<file path="src/scope_ctrl_cmd_pkg.sv">
// serial command set
package scope_ctrl_cmd_pkg;

	// ranged board codes, each range is CODE_SPAN wide
	localparam logic [7:0] CODE_SPAN    = 8'd10; // board ids 0..9 sit below this
	localparam logic [7:0] ID_LAST_BASE = 8'd20; // 20+id marks the last board
	localparam logic [7:0] ACTIVE_BASE  = 8'd30; // 30+id picks the board that answers

	localparam logic [7:0] CMD_PRIME    = 8'd100; // arm the trigger on every board
	localparam logic [7:0] CMD_ROLL_ON  = 8'd101;
	localparam logic [7:0] CMD_ROLL_OFF = 8'd102;
	localparam logic [7:0] CMD_TRIGPT   = 8'd121; // two bytes, trigger point
	localparam logic [7:0] CMD_NSEND    = 8'd122; // two bytes, samples to send
	localparam logic [7:0] CMD_THRESH   = 8'd127; // low trigger threshold
	localparam logic [7:0] CMD_TRIGTYPE = 8'd128;
	localparam logic [7:0] CMD_TRIGCHAN = 8'd130; // toggles one channel enable
	localparam logic [7:0] CMD_DELAYCNT = 8'd132; // reply with tdc delay count
	localparam logic [7:0] CMD_CARRYCNT = 8'd133; // reply with tdc carry count
	localparam logic [7:0] CMD_THRESH2  = 8'd140; // high trigger threshold
	localparam logic [7:0] CMD_CHIPID   = 8'd142; // reply with the 8 byte unique id

	localparam int MAX_ARGS = 2;
	localparam int ARGCNT_W = $clog2(MAX_ARGS + 1);

	// argument bytes as they arrive, or as one number
	typedef union packed {
		logic [1:0][7:0] bytes; // [1] first of two bytes, [0] last or only byte
		logic [15:0]     word;
	} arg_word_u;

	function automatic logic [ARGCNT_W-1:0] arg_count(input logic [7:0] code);
		case (code)
			CMD_TRIGPT, CMD_NSEND: arg_count = ARGCNT_W'(MAX_ARGS);
			CMD_THRESH, CMD_TRIGTYPE, CMD_TRIGCHAN, CMD_THRESH2: arg_count = ARGCNT_W'(1);
			default: arg_count = '0; // no arguments, or not a command we know
		endcase
	endfunction

	function automatic logic is_reply(input logic [7:0] code);
		is_reply = (code == CMD_DELAYCNT) || (code == CMD_CARRYCNT) || (code == CMD_CHIPID);
	endfunction

endpackage

</file>
<file path="src/scope_ctrl_cfg_pkg.sv">
// board limits and defaults
package scope_ctrl_cfg_pkg;

	localparam int RAM_WIDTH      = 12; // sample address width, 4096 samples
	localparam int CHAN_PER_BOARD = 4;
	localparam int CHAN_IDX_W     = $clog2(CHAN_PER_BOARD);
	localparam int CHIP_ID_BYTES  = 8;
	localparam int CHIP_ID_W      = 8 * CHIP_ID_BYTES;
	localparam int BYTE_CNT_W     = $clog2(CHIP_ID_BYTES + 1);

	// trigger point window inside the sample ram
	localparam logic [RAM_WIDTH-1:0] TRIGPT_MIN   = RAM_WIDTH'(4);
	localparam logic [RAM_WIDTH-1:0] TRIGPT_MAX   = RAM_WIDTH'(2**RAM_WIDTH - 16);
	localparam logic [RAM_WIDTH-1:0] NSEND_MARGIN = RAM_WIDTH'(5); // samples kept after trigger

	// values after reset
	localparam logic [RAM_WIDTH-1:0]      TRIGPT_RST   = RAM_WIDTH'(2**(RAM_WIDTH-2)); // 1/4
	localparam logic [7:0]                THRESH_RST   = 8'h80;
	localparam logic [7:0]                THRESH2_RST  = 8'hFF;
	localparam logic [CHAN_PER_BOARD-1:0] TRIGCHAN_RST = '1; // all channels trigger
	localparam logic [3:0]                TRIGTYPE_RST = 4'b0001; // rising edge only
	localparam logic                      ROLLING_RST  = 1'b1;
	localparam logic [7:0]                MYID_RST     = 8'd200; // no id given yet

	// clock source of this board
	localparam logic [1:0] MCLK_SELF  = 2'b00; // own oscillator
	localparam logic [1:0] MCLK_CHAIN = 2'b01; // clock from the previous board

	// what the reply sender streams out
	localparam logic [1:0] REPLY_DELAY  = 2'd0;
	localparam logic [1:0] REPLY_CARRY  = 2'd1;
	localparam logic [1:0] REPLY_CHIPID = 2'd2;

endpackage

</file>
<file path="src/cmd_receiver.sv">
// command byte collector
`timescale 1ns/1ns
module cmd_receiver
	import scope_ctrl_cmd_pkg::*;
(
	input  logic       clk,
	input  logic       rst_n,
	input  logic       rxReady,    // one cycle strobe from the uart receiver
	input  logic [7:0] rxData,
	input  logic       reply_busy, // bytes arriving during a reply are dropped
	output logic       op_valid,
	output logic [7:0] op_code,
	output logic       arg_valid,
	output logic [7:0] arg_byte,
	output logic       cmd_done,   // opcode and all its arguments are in
	output logic [7:0] cmd_code,
	output arg_word_u  cmd_arg
);

	logic [ARGCNT_W-1:0] args_left;  // argument bytes still expected
	logic                collecting; // next byte is an argument, not an opcode
	logic                take;

	assign take = rxReady & ~reply_busy;

	always_ff @(posedge clk) begin
		if (!rst_n) begin
			op_valid   <= 1'b0;
			arg_valid  <= 1'b0;
			cmd_done   <= 1'b0;
			collecting <= 1'b0;
			args_left  <= '0;
		end else begin
			op_valid  <= 1'b0; // all three are single cycle pulses
			arg_valid <= 1'b0;
			cmd_done  <= 1'b0;
			if (op_valid && !collecting)
				cmd_done <= 1'b1; // command without arguments finishes right away
			if (take) begin
				if (!collecting) begin
					op_valid   <= 1'b1;
					args_left  <= arg_count(rxData);
					collecting <= (arg_count(rxData) != '0);
				end else begin
					arg_valid <= 1'b1;
					args_left <= args_left - 1'b1;
					if (args_left == ARGCNT_W'(1)) begin // last argument byte
						collecting <= 1'b0;
						cmd_done   <= 1'b1;
					end
				end
			end
		end
	end

	// opcode and argument bytes
	always_ff @(posedge clk) begin
		if (take && !collecting) begin
			op_code  <= rxData;
			cmd_code <= rxData;
			cmd_arg  <= '0; // short arguments leave the high byte clear
		end else if (take) begin
			arg_byte <= rxData;
			if (args_left == ARGCNT_W'(MAX_ARGS))
				cmd_arg.bytes[1] <= rxData; // high byte comes first
			else
				cmd_arg.bytes[0] <= rxData;
		end
	end

endmodule

</file>
<file path="src/chain_relay.sv">
// daisy chain relay and board identity
`timescale 1ns/1ns
module chain_relay
	import scope_ctrl_cmd_pkg::*;
	import scope_ctrl_cfg_pkg::*;
(
	input  logic       clk,
	input  logic       rst_n,
	input  logic       op_valid,
	input  logic [7:0] op_code,
	input  logic       arg_valid,
	input  logic [7:0] arg_byte,
	input  logic       cmd_done,
	input  logic [7:0] cmd_code,
	output logic [7:0] comdata,            // byte for the next board
	output logic       newcomdata,         // one cycle strobe with comdata
	output logic       serial_passthrough, // another board is answering
	output logic       imthelast,
	output logic [1:0] master_clock,
	output logic       imthefirst,
	output logic [7:0] my_id,
	output logic       reply_req,
	output logic [1:0] reply_sel
);

	logic [7:0] last_off;   // opcode offset into the last board range
	logic [7:0] active_off; // opcode offset into the active board range
	logic       is_id;
	logic       is_last;
	logic       is_active;
	logic       is_trig;

	assign last_off   = op_code - ID_LAST_BASE;
	assign active_off = op_code - ACTIVE_BASE;
	assign is_id      = (op_code < CODE_SPAN);
	assign is_last    = (last_off < CODE_SPAN);   // codes below the base wrap high
	assign is_active  = (active_off < CODE_SPAN);
	assign is_trig    = (op_code == CMD_PRIME) || (op_code == CMD_ROLL_ON) ||
	                    (op_code == CMD_ROLL_OFF);

	assign imthefirst = (my_id == 8'd0);

	always_ff @(posedge clk) begin
		if (!rst_n) begin
			newcomdata         <= 1'b0;
			serial_passthrough <= 1'b0;
			imthelast          <= 1'b0;
			master_clock       <= MCLK_SELF;
			my_id              <= MYID_RST;
			reply_req          <= 1'b0;
		end else begin
			newcomdata <= 1'b0;
			reply_req  <= 1'b0;
			if (op_valid) begin
				if (is_id) begin
					my_id        <= op_code;
					master_clock <= (op_code == 8'd0) ? MCLK_SELF : MCLK_CHAIN;
					newcomdata   <= 1'b1; // next board gets id+1
				end else if (is_last) begin
					imthelast  <= (last_off == my_id);
					newcomdata <= 1'b1;
				end else if (is_active) begin
					serial_passthrough <= (active_off != my_id);
					newcomdata         <= (active_off != my_id); // selecting us stops here
				end else if (is_trig || (arg_count(op_code) != '0)) begin
					newcomdata <= 1'b1; // trigger and settings go to every board
				end else if (is_reply(op_code)) begin
					newcomdata <= serial_passthrough; // only when someone downstream answers
				end
			end
			if (arg_valid)
				newcomdata <= 1'b1;
			if (cmd_done && is_reply(cmd_code) && !serial_passthrough)
				reply_req <= 1'b1;
		end
	end

	// relayed byte and reply source
	always_ff @(posedge clk) begin
		if (op_valid)
			comdata <= is_id ? op_code + 8'd1 : op_code;
		else if (arg_valid)
			comdata <= arg_byte;
		if (cmd_done)
			reply_sel <= (cmd_code == CMD_DELAYCNT) ? REPLY_DELAY :
			             (cmd_code == CMD_CARRYCNT) ? REPLY_CARRY : REPLY_CHIPID;
	end

endmodule

</file>
<file path="src/acq_settings.sv">
// trigger and acquisition settings
`timescale 1ns/1ns
module acq_settings
	import scope_ctrl_cmd_pkg::*;
	import scope_ctrl_cfg_pkg::*;
(
	input  logic                      clk,
	input  logic                      rst_n,
	input  logic                      cmd_done,
	input  logic [7:0]                cmd_code,
	input  arg_word_u                 cmd_arg,
	input  logic [7:0]                my_id,
	output logic [RAM_WIDTH-1:0]      triggerpoint,  // samples kept before the trigger
	output logic [RAM_WIDTH-1:0]      samplestosend,
	output logic [7:0]                trigthresh,
	output logic [7:0]                trigthresh2,
	output logic [3:0]                triggertype,
	output logic [CHAN_PER_BOARD-1:0] trigchannels,
	output logic                      rollingtrigger,
	output logic                      get_ext_data   // one cycle, arms the trigger
);

	logic [RAM_WIDTH-1:0]  tp_clamped;  // requested trigger point inside the window
	logic [RAM_WIDTH-1:0]  nsend;
	logic [RAM_WIDTH-1:0]  tp_half;
	logic                  tp_too_late; // too few samples left after the trigger
	logic [7:0]            arg_lo;
	logic [CHAN_IDX_W-1:0] chan_idx;    // channel within the board
	logic                  chan_mine;

	assign arg_lo  = cmd_arg.bytes[0]; // one byte settings
	assign nsend   = cmd_arg.word[RAM_WIDTH-1:0];
	assign tp_half = nsend >> 1;
	assign tp_too_late = (nsend >= NSEND_MARGIN) && (triggerpoint > nsend - NSEND_MARGIN);

	assign tp_clamped = (cmd_arg.word > 16'(TRIGPT_MAX)) ? TRIGPT_MAX :
	                    (cmd_arg.word < 16'(TRIGPT_MIN)) ? TRIGPT_MIN :
	                    cmd_arg.word[RAM_WIDTH-1:0];

	assign chan_idx  = arg_lo[CHAN_IDX_W-1:0];
	assign chan_mine = ((arg_lo >> CHAN_IDX_W) == my_id); // global channel / 4 is board

	always_ff @(posedge clk) begin
		if (!rst_n) begin
			triggerpoint   <= TRIGPT_RST;
			samplestosend  <= '0;
			trigthresh     <= THRESH_RST;
			trigthresh2    <= THRESH2_RST;
			triggertype    <= TRIGTYPE_RST;
			trigchannels   <= TRIGCHAN_RST;
			rollingtrigger <= ROLLING_RST;
			get_ext_data   <= 1'b0;
		end else begin
			get_ext_data <= 1'b0;
			if (cmd_done) begin
				case (cmd_code)
					CMD_PRIME:    get_ext_data   <= 1'b1;
					CMD_ROLL_ON:  rollingtrigger <= 1'b1;
					CMD_ROLL_OFF: rollingtrigger <= 1'b0;
					CMD_TRIGPT:   triggerpoint   <= tp_clamped;
					CMD_NSEND: begin
						samplestosend <= nsend;
						if (tp_too_late) // pull back to mid window, never below the floor
							triggerpoint <= (tp_half < TRIGPT_MIN) ? TRIGPT_MIN : tp_half;
					end
					CMD_THRESH:   trigthresh  <= arg_lo;
					CMD_TRIGTYPE: triggertype <= arg_lo[3:0];
					CMD_TRIGCHAN: begin
						if (chan_mine)
							trigchannels[chan_idx] <= ~trigchannels[chan_idx];
					end
					CMD_THRESH2:  trigthresh2 <= arg_lo;
					default: ; // other boards' codes and replies
				endcase
			end
		end
	end

endmodule

</file>
<file path="src/reply_sender.sv">
// reply byte streamer
`timescale 1ns/1ns
module reply_sender
	import scope_ctrl_cfg_pkg::*;
(
	input  logic                 clk,
	input  logic                 rst_n,
	input  logic                 reply_req,
	input  logic [1:0]           reply_sel,
	input  logic [7:0]           delaycounter,
	input  logic [7:0]           carrycounter,
	input  logic [CHIP_ID_W-1:0] chip_id,
	input  logic                 txBusy,     // uart transmitter still shifting
	output logic                 txStart,
	output logic [7:0]           txData,
	output logic                 reply_busy
);

	logic [CHIP_ID_W-1:0]  shreg;      // reply bytes, next one in the low byte
	logic [BYTE_CNT_W-1:0] bytes_left;

	assign txData = shreg[7:0];

	// send when idle, then one advance cycle per byte
	always_ff @(posedge clk) begin
		if (!rst_n) begin
			txStart    <= 1'b0;
			reply_busy <= 1'b0;
			bytes_left <= '0;
		end else if (!reply_busy) begin
			txStart <= 1'b0;
			if (reply_req) begin
				reply_busy <= 1'b1;
				bytes_left <= (reply_sel == REPLY_CHIPID) ? BYTE_CNT_W'(CHIP_ID_BYTES) :
				                                            BYTE_CNT_W'(1);
			end
		end else if (txStart) begin
			txStart    <= 1'b0; // advance
			bytes_left <= bytes_left - 1'b1;
			if (bytes_left == BYTE_CNT_W'(1))
				reply_busy <= 1'b0;
		end else if (!txBusy) begin
			txStart <= 1'b1;
		end
	end

	// source snapshot taken at the request
	always_ff @(posedge clk) begin
		if (reply_req && !reply_busy) begin
			case (reply_sel)
				REPLY_DELAY: shreg <= CHIP_ID_W'(delaycounter);
				REPLY_CARRY: shreg <= CHIP_ID_W'(carrycounter);
				default:     shreg <= chip_id; // least significant byte leaves first
			endcase
		end else if (reply_busy && txStart) begin
			shreg <= shreg >> 8;
		end
	end

endmodule

</file>
<file path="src/scope_ctrl.sv">
// scope board command processor
`timescale 1ns/1ns
module scope_ctrl
	import scope_ctrl_cmd_pkg::*;
	import scope_ctrl_cfg_pkg::*;
(
	input  logic                      clk,
	input  logic                      rst_n,
	input  logic                      rxReady,
	input  logic [7:0]                rxData,
	input  logic                      txBusy,
	input  logic [7:0]                delaycounter, // tdc counts from the trigger logic
	input  logic [7:0]                carrycounter,
	input  logic [CHIP_ID_W-1:0]      chip_id,
	output logic                      txStart,
	output logic [7:0]                txData,
	output logic                      reply_busy,
	output logic [7:0]                comdata,
	output logic                      newcomdata,
	output logic                      serial_passthrough,
	output logic                      imthelast,
	output logic [1:0]                master_clock,
	output logic                      imthefirst,
	output logic [RAM_WIDTH-1:0]      triggerpoint,
	output logic [RAM_WIDTH-1:0]      samplestosend,
	output logic [7:0]                trigthresh,
	output logic [7:0]                trigthresh2,
	output logic [3:0]                triggertype,
	output logic [CHAN_PER_BOARD-1:0] trigchannels,
	output logic                      rollingtrigger,
	output logic                      get_ext_data
);

	logic       op_valid;  // receiver to relay
	logic [7:0] op_code;
	logic       arg_valid;
	logic [7:0] arg_byte;
	logic       cmd_done;  // receiver to relay and settings
	logic [7:0] cmd_code;
	arg_word_u  cmd_arg;
	logic [7:0] my_id;
	logic       reply_req; // relay to sender
	logic [1:0] reply_sel;

	cmd_receiver cmd_receiver_inst (
		.clk(clk), .rst_n(rst_n), .rxReady(rxReady), .rxData(rxData),
		.reply_busy(reply_busy), .op_valid(op_valid), .op_code(op_code),
		.arg_valid(arg_valid), .arg_byte(arg_byte), .cmd_done(cmd_done),
		.cmd_code(cmd_code), .cmd_arg(cmd_arg)
	);

	chain_relay chain_relay_inst (
		.clk(clk), .rst_n(rst_n), .op_valid(op_valid), .op_code(op_code),
		.arg_valid(arg_valid), .arg_byte(arg_byte), .cmd_done(cmd_done),
		.cmd_code(cmd_code), .comdata(comdata), .newcomdata(newcomdata),
		.serial_passthrough(serial_passthrough), .imthelast(imthelast),
		.master_clock(master_clock), .imthefirst(imthefirst), .my_id(my_id),
		.reply_req(reply_req), .reply_sel(reply_sel)
	);

	acq_settings acq_settings_inst (
		.clk(clk), .rst_n(rst_n), .cmd_done(cmd_done), .cmd_code(cmd_code),
		.cmd_arg(cmd_arg), .my_id(my_id), .triggerpoint(triggerpoint),
		.samplestosend(samplestosend), .trigthresh(trigthresh), .trigthresh2(trigthresh2),
		.triggertype(triggertype), .trigchannels(trigchannels),
		.rollingtrigger(rollingtrigger), .get_ext_data(get_ext_data)
	);

	reply_sender reply_sender_inst (
		.clk(clk), .rst_n(rst_n), .reply_req(reply_req), .reply_sel(reply_sel),
		.delaycounter(delaycounter), .carrycounter(carrycounter), .chip_id(chip_id),
		.txBusy(txBusy), .txStart(txStart), .txData(txData), .reply_busy(reply_busy)
	);

endmodule

</file>
<file path="config.mk">
export PLATFORM = sky130hd
export DESIGN_NAME = scope_ctrl
export DESIGN_NICKNAME = d
export VERILOG_FILES = /design/src/scope_ctrl_cmd_pkg.sv /design/src/scope_ctrl_cfg_pkg.sv /design/src/cmd_receiver.sv /design/src/chain_relay.sv /design/src/acq_settings.sv /design/src/reply_sender.sv /design/src/scope_ctrl.sv
export SDC_FILE = /design/constraint.sdc
export NUM_CORES = 1
export LEC_CHECK = 0
export ABC_AREA = 1
export BUFFER_PORTS_ARGS = -buffer_cell sky130_fd_sc_hd__buf_2
export CORE_MARGIN = 2
export CORE_UTILIZATION = 50
export DETAILED_ROUTE_END_ITERATION = 16
export GPL_TIMING_DRIVEN = 0
export PLACE_DENSITY_LB_ADDON = 0.3
export SETUP_SLACK_MARGIN = 0.1
export SYNTH_ARGS = -nofsm -noshare
export SYNTH_HDL_FRONTEND = slang
export SYNTH_SLANG_ARGS = --single-unit
</file>
<file path="constraint.sdc">
create_clock -name clk -period 3.4 [get_ports clk]
set_input_delay 0.34 -clock clk [delete_from_list [all_inputs] [get_ports clk]]
set_output_delay 0.34 -clock clk [all_outputs]
set_load 0.02 [all_outputs]
</file>
==> results.cfg <==
[run_status]
status = finished, final reports clean

[clock_network]
htreeDepth = 4
clkLatencyLatePin_ns = 0.44
clock_sinks = 181
clock-root-buffer = clkbuf_16
cts_tree = yes
cts_buffers = 17
clockBufferDepth = 2
clkSlewWorstSetupHoldPaths_ns = 0.07

[floorplan]
row_count = 49
coreArea_um2 = 17800
die_area_um2 = 19100
pin_count = 166
die_x_um = 138
die_h_um = 138
start_util_pct = 50.6

[detailed_routing]
first_pass_iters = 5
viasPerCell = 5.39
drtIter0Drc = 712
drt-wirelength-per-cell_um = 15.8
wl_mm = 24.2
vias = 8218
drc = 0
antenna_left = 0

[min_path]
hold_path_class = in2reg
min_from = txBusy
hold_end = reply_sender_inst.txStart$_SDFF_PP0_
hold_depth = 2

[worst_setup_path]
cp_top_family = simple AND/OR/NAND/NOR gates
crit_path_max_fanout = 10
r2r_start = cmd_receiver_inst.cmd_arg[1]$_SDFFE_PP0P_
r2r_slack_ns = 0.40
path_cells = clkinvlp_4 -> ha_1 -> nor2_1 -> nor2_2 -> nand2_1 -> xor2_1 -> ha_1 -> nand4_1 -> nor2_1 -> nand2_1 -> nand2_1 -> inv_1 -> nand2_1 -> nand2_1 -> buf_2 -> a21oi_1 -> nor2_1
critPathKind = reg2reg
r2r_cells = 17
cp-end-kind = flip-flop
cp.required_ns = 3.72
worstSetupStartpointType = flip-flop
worst-path-buf-inv = 3
path_common_cell = nand2_1
worst_ep_arrival_time_ns = 3.32
critPathSlowestCell = dfxtp_1
cpPeakStageDelay_ns = 0.49
r2r-end = acq_settings_inst.triggerpoint[3]$_SDFFE_PN0P_

[pwr]
seqPwrFrac_pct = 48.5
switchingPower_mw = 1.16
p_total_mw = 4.78
leakage_nw = 4.81
internal_power_mw = 3.61
p_sw_share_pct = 24.4
irDropWorstVdd_mv = 0.357
powerDensity_nw_per_um2 = 444
clkPwrFrac_pct = 42.8
p_comb_share_pct = 8.7

[sta]
worst-slew-pin-transition_ns = 0.854
fmax_ghz = 0.333
skew_ns = 0.0117
fin_ws_ns = 0.401
slew_headroom_pct = 42.8
timing.final.max_slew_violations = 0
finalSetupTns_ns = 0
grt_setup_unrepaired = false
finalHoldViolCount = 0
period_needed_ns = 3.00
setup_viol = 0
finalCritPeriodShare_pct = 88.2

[global_route]
grt_max_degree = 37
overflow = 0
grtUsageTotal_pct = 25.0
grt_pass1_wl_mm = 38.2
grt_pass1_vias = 7576
antenna_found_initial = 0

[logic_synthesis]
synth_seq_cells = 181
synthCells = 1095
ys_dominant_reg_cell = dfxtp_1
synth.most_common_cell = nand2_1
synth-async-reset-ratio_pct = 0
netlist_area_um2 = 8990
synthDistinctLibCells = 40
synthesis.nets = 1218
synth_edf_count = 90
yosysTopAreaCell = edfxtp_1
yosys_warnings = 0
synth_top_area_share_pct = 30.1
synth_area_leaders = edfxtp_1 30%, dfxtp_1 20%, nand2_1 12%, o21ai_0 5.4%, nand3_1 4.5%
syn_area_per_cell_um2 = 8.21
synth_common_cells = 284 x nand2_1, 97 x o21ai_0, 91 x dfxtp_1
synth-seq-area-share_pct = 50.3

[place]
dp_hpwl_mm = 17.8
post-place-ws_ns = 0.381
io_buffers = 164
place.gp.congestion = 0.964
placed_area_um2 = 10100

[final_layout]
design_area_um2 = 10800
antennaDiodeCount = 0
syn_to_final_growth_pct = 19.9
drive_gt1_share_pct = 19.6
fill_cells = 1578
fin_nets = 1406

[flow_run]
max_cap_violations = 0
[state kept, by name (all words and copies together) (netlist names), 4 cells and up]
| register | cells |
|---|---|
| chain_relay_inst.comdata | 8 |
| acq_settings_inst.triggertype | 4 |
| reply_sender_inst.shreg | 64 |
| cmd_receiver_inst.cmd_arg | 16 |
| reply_sender_inst.bytes_left | 4 |
| acq_settings_inst.triggerpoint | 12 |
| acq_settings_inst.samplestosend | 12 |
| cmd_receiver_inst.op_code | 8 |
| acq_settings_inst.trigchannels | 4 |
| chain_relay_inst.my_id | 8 |
| acq_settings_inst.trigthresh2 | 8 |
| cmd_receiver_inst.arg_byte | 8 |
| acq_settings_inst.trigthresh | 8 |
[placed cells by master (no fill, tap or decap), drive strengths merged, types with 5 or more instances in the layout]
cell type  count
xor2          16
nand3         82
buf          203
a31oi         14
nand4         14
edfxtp        90
ha            31
clkbuf        45
nand3b         5
nor3          14
clkinvlp       5
clkinv         9
dfxtp         91
o211ai        13
nand2        286
a21oi         79
nor2          94
inv           86
o21ai         99
[power groups by stage]
| stage | Clock (mW) | Sequential [mW] | Combinational (mW) |
|---|---|---|---|
| 2_1_floorplan | 0 | 2.37 | 0.244 |
| 3_3_place_gp | 0 | 2.37 | 0.394 |
| 3_5_place_dp | 0 | 2.37 | 0.399 |
| 4_1_cts | 2.05 | 2.32 | 0.402 |
| 5_1_grt | 2.15 | 2.32 | 0.463 |
| 6_report | 2.04 | 2.32 | 0.416 |
[area by class of cell]
class,count,area [um2],share of cell area (%)
flip-flops and latches,181,4520,42.0
multi-input cells,764,3830,35.5
repair buffers,169,871,8.08
clock buffers,18,429,3.98
inverters,89,342,3.17
plain buffers,61,319,2.96
well taps,229,287,2.66
clock inverters,14,176,1.64
[metrics by stage]
step | std cells | utilization [%] | hold WS (ns)
after floorplan | 1095 | - | 0.412
after global placement | 1488 | 56.8 | 0.426
after CTS | 1521 | 60.3 | 0.0568
after global routing | 1525 | 60.6 | 0.0646
after detailed placement | 1489 | 56.9 | 0.430
final | 1525 | 60.6 | 0.0625
[how the worst max path moves through the flow]
| stage | from | end | slack [ns] | cells after the start |
|---|---|---|---|---|
| after global routing | cmd_receiver_inst.cmd_arg[0]$_SDFFE_PP0P_ | acq_settings_inst.triggerpoint[2]$_SDFFE_PN0P_ | 0.16 | 16 |
| after detailed placement | cmd_receiver_inst.cmd_arg[1]$_SDFFE_PP0P_ | acq_settings_inst.triggerpoint[3]$_SDFFE_PN0P_ | 0.38 | 17 |
| after floorplan | reply_sender_inst.reply_busy$_SDFF_PN0_ | reply_sender_inst.shreg[0]$_DFFE_PP_ | 0.80 | 5 |
| after global placement | reply_sender_inst.reply_busy$_SDFF_PN0_ | reply_sender_inst.bytes_left[3]$_SDFFE_PN0P_ | 0.12 | 7 |
| after CTS | cmd_receiver_inst.cmd_arg[1]$_SDFFE_PP0P_ | acq_settings_inst.triggerpoint[3]$_SDFFE_PN0P_ | 0.35 | 17 |
| final | cmd_receiver_inst.cmd_arg[1]$_SDFFE_PP0P_ | acq_settings_inst.triggerpoint[3]$_SDFFE_PN0P_ | 0.40 | 17 |
[cells by family (layout without fill, tap and decap cells)]
kind of cell	Yosys count	count (layout)	share of synthesized area, %
compound gates	213	213	12.7
xor+xnor	17	17	1.66
fa+ha+maj	31	31	4.31
buf+inv	150	351	7.26
flops	181	181	50.3
other cells	1	1	0.0417
simple gates	502	502	23.7
[what timing repair did]
action,in CTS,in global routing
hold buffers,0,0
gates resized for setup,0,4
setup endpoints to repair,0,12
buffers inserted,0,4
[layer usage]
layer	part of all wire (%)	wire, um	vias up	track usage, %
met5	0	0	-	0
met2	46	11200	299	39.3
li1	-	-	4047	-
met4	2.7	652	0	10.5
met1	44	10700	3824	33.7
met3	6.8	1650	48	5.33
Note: power is estimated with default switching activity, not from simulation.
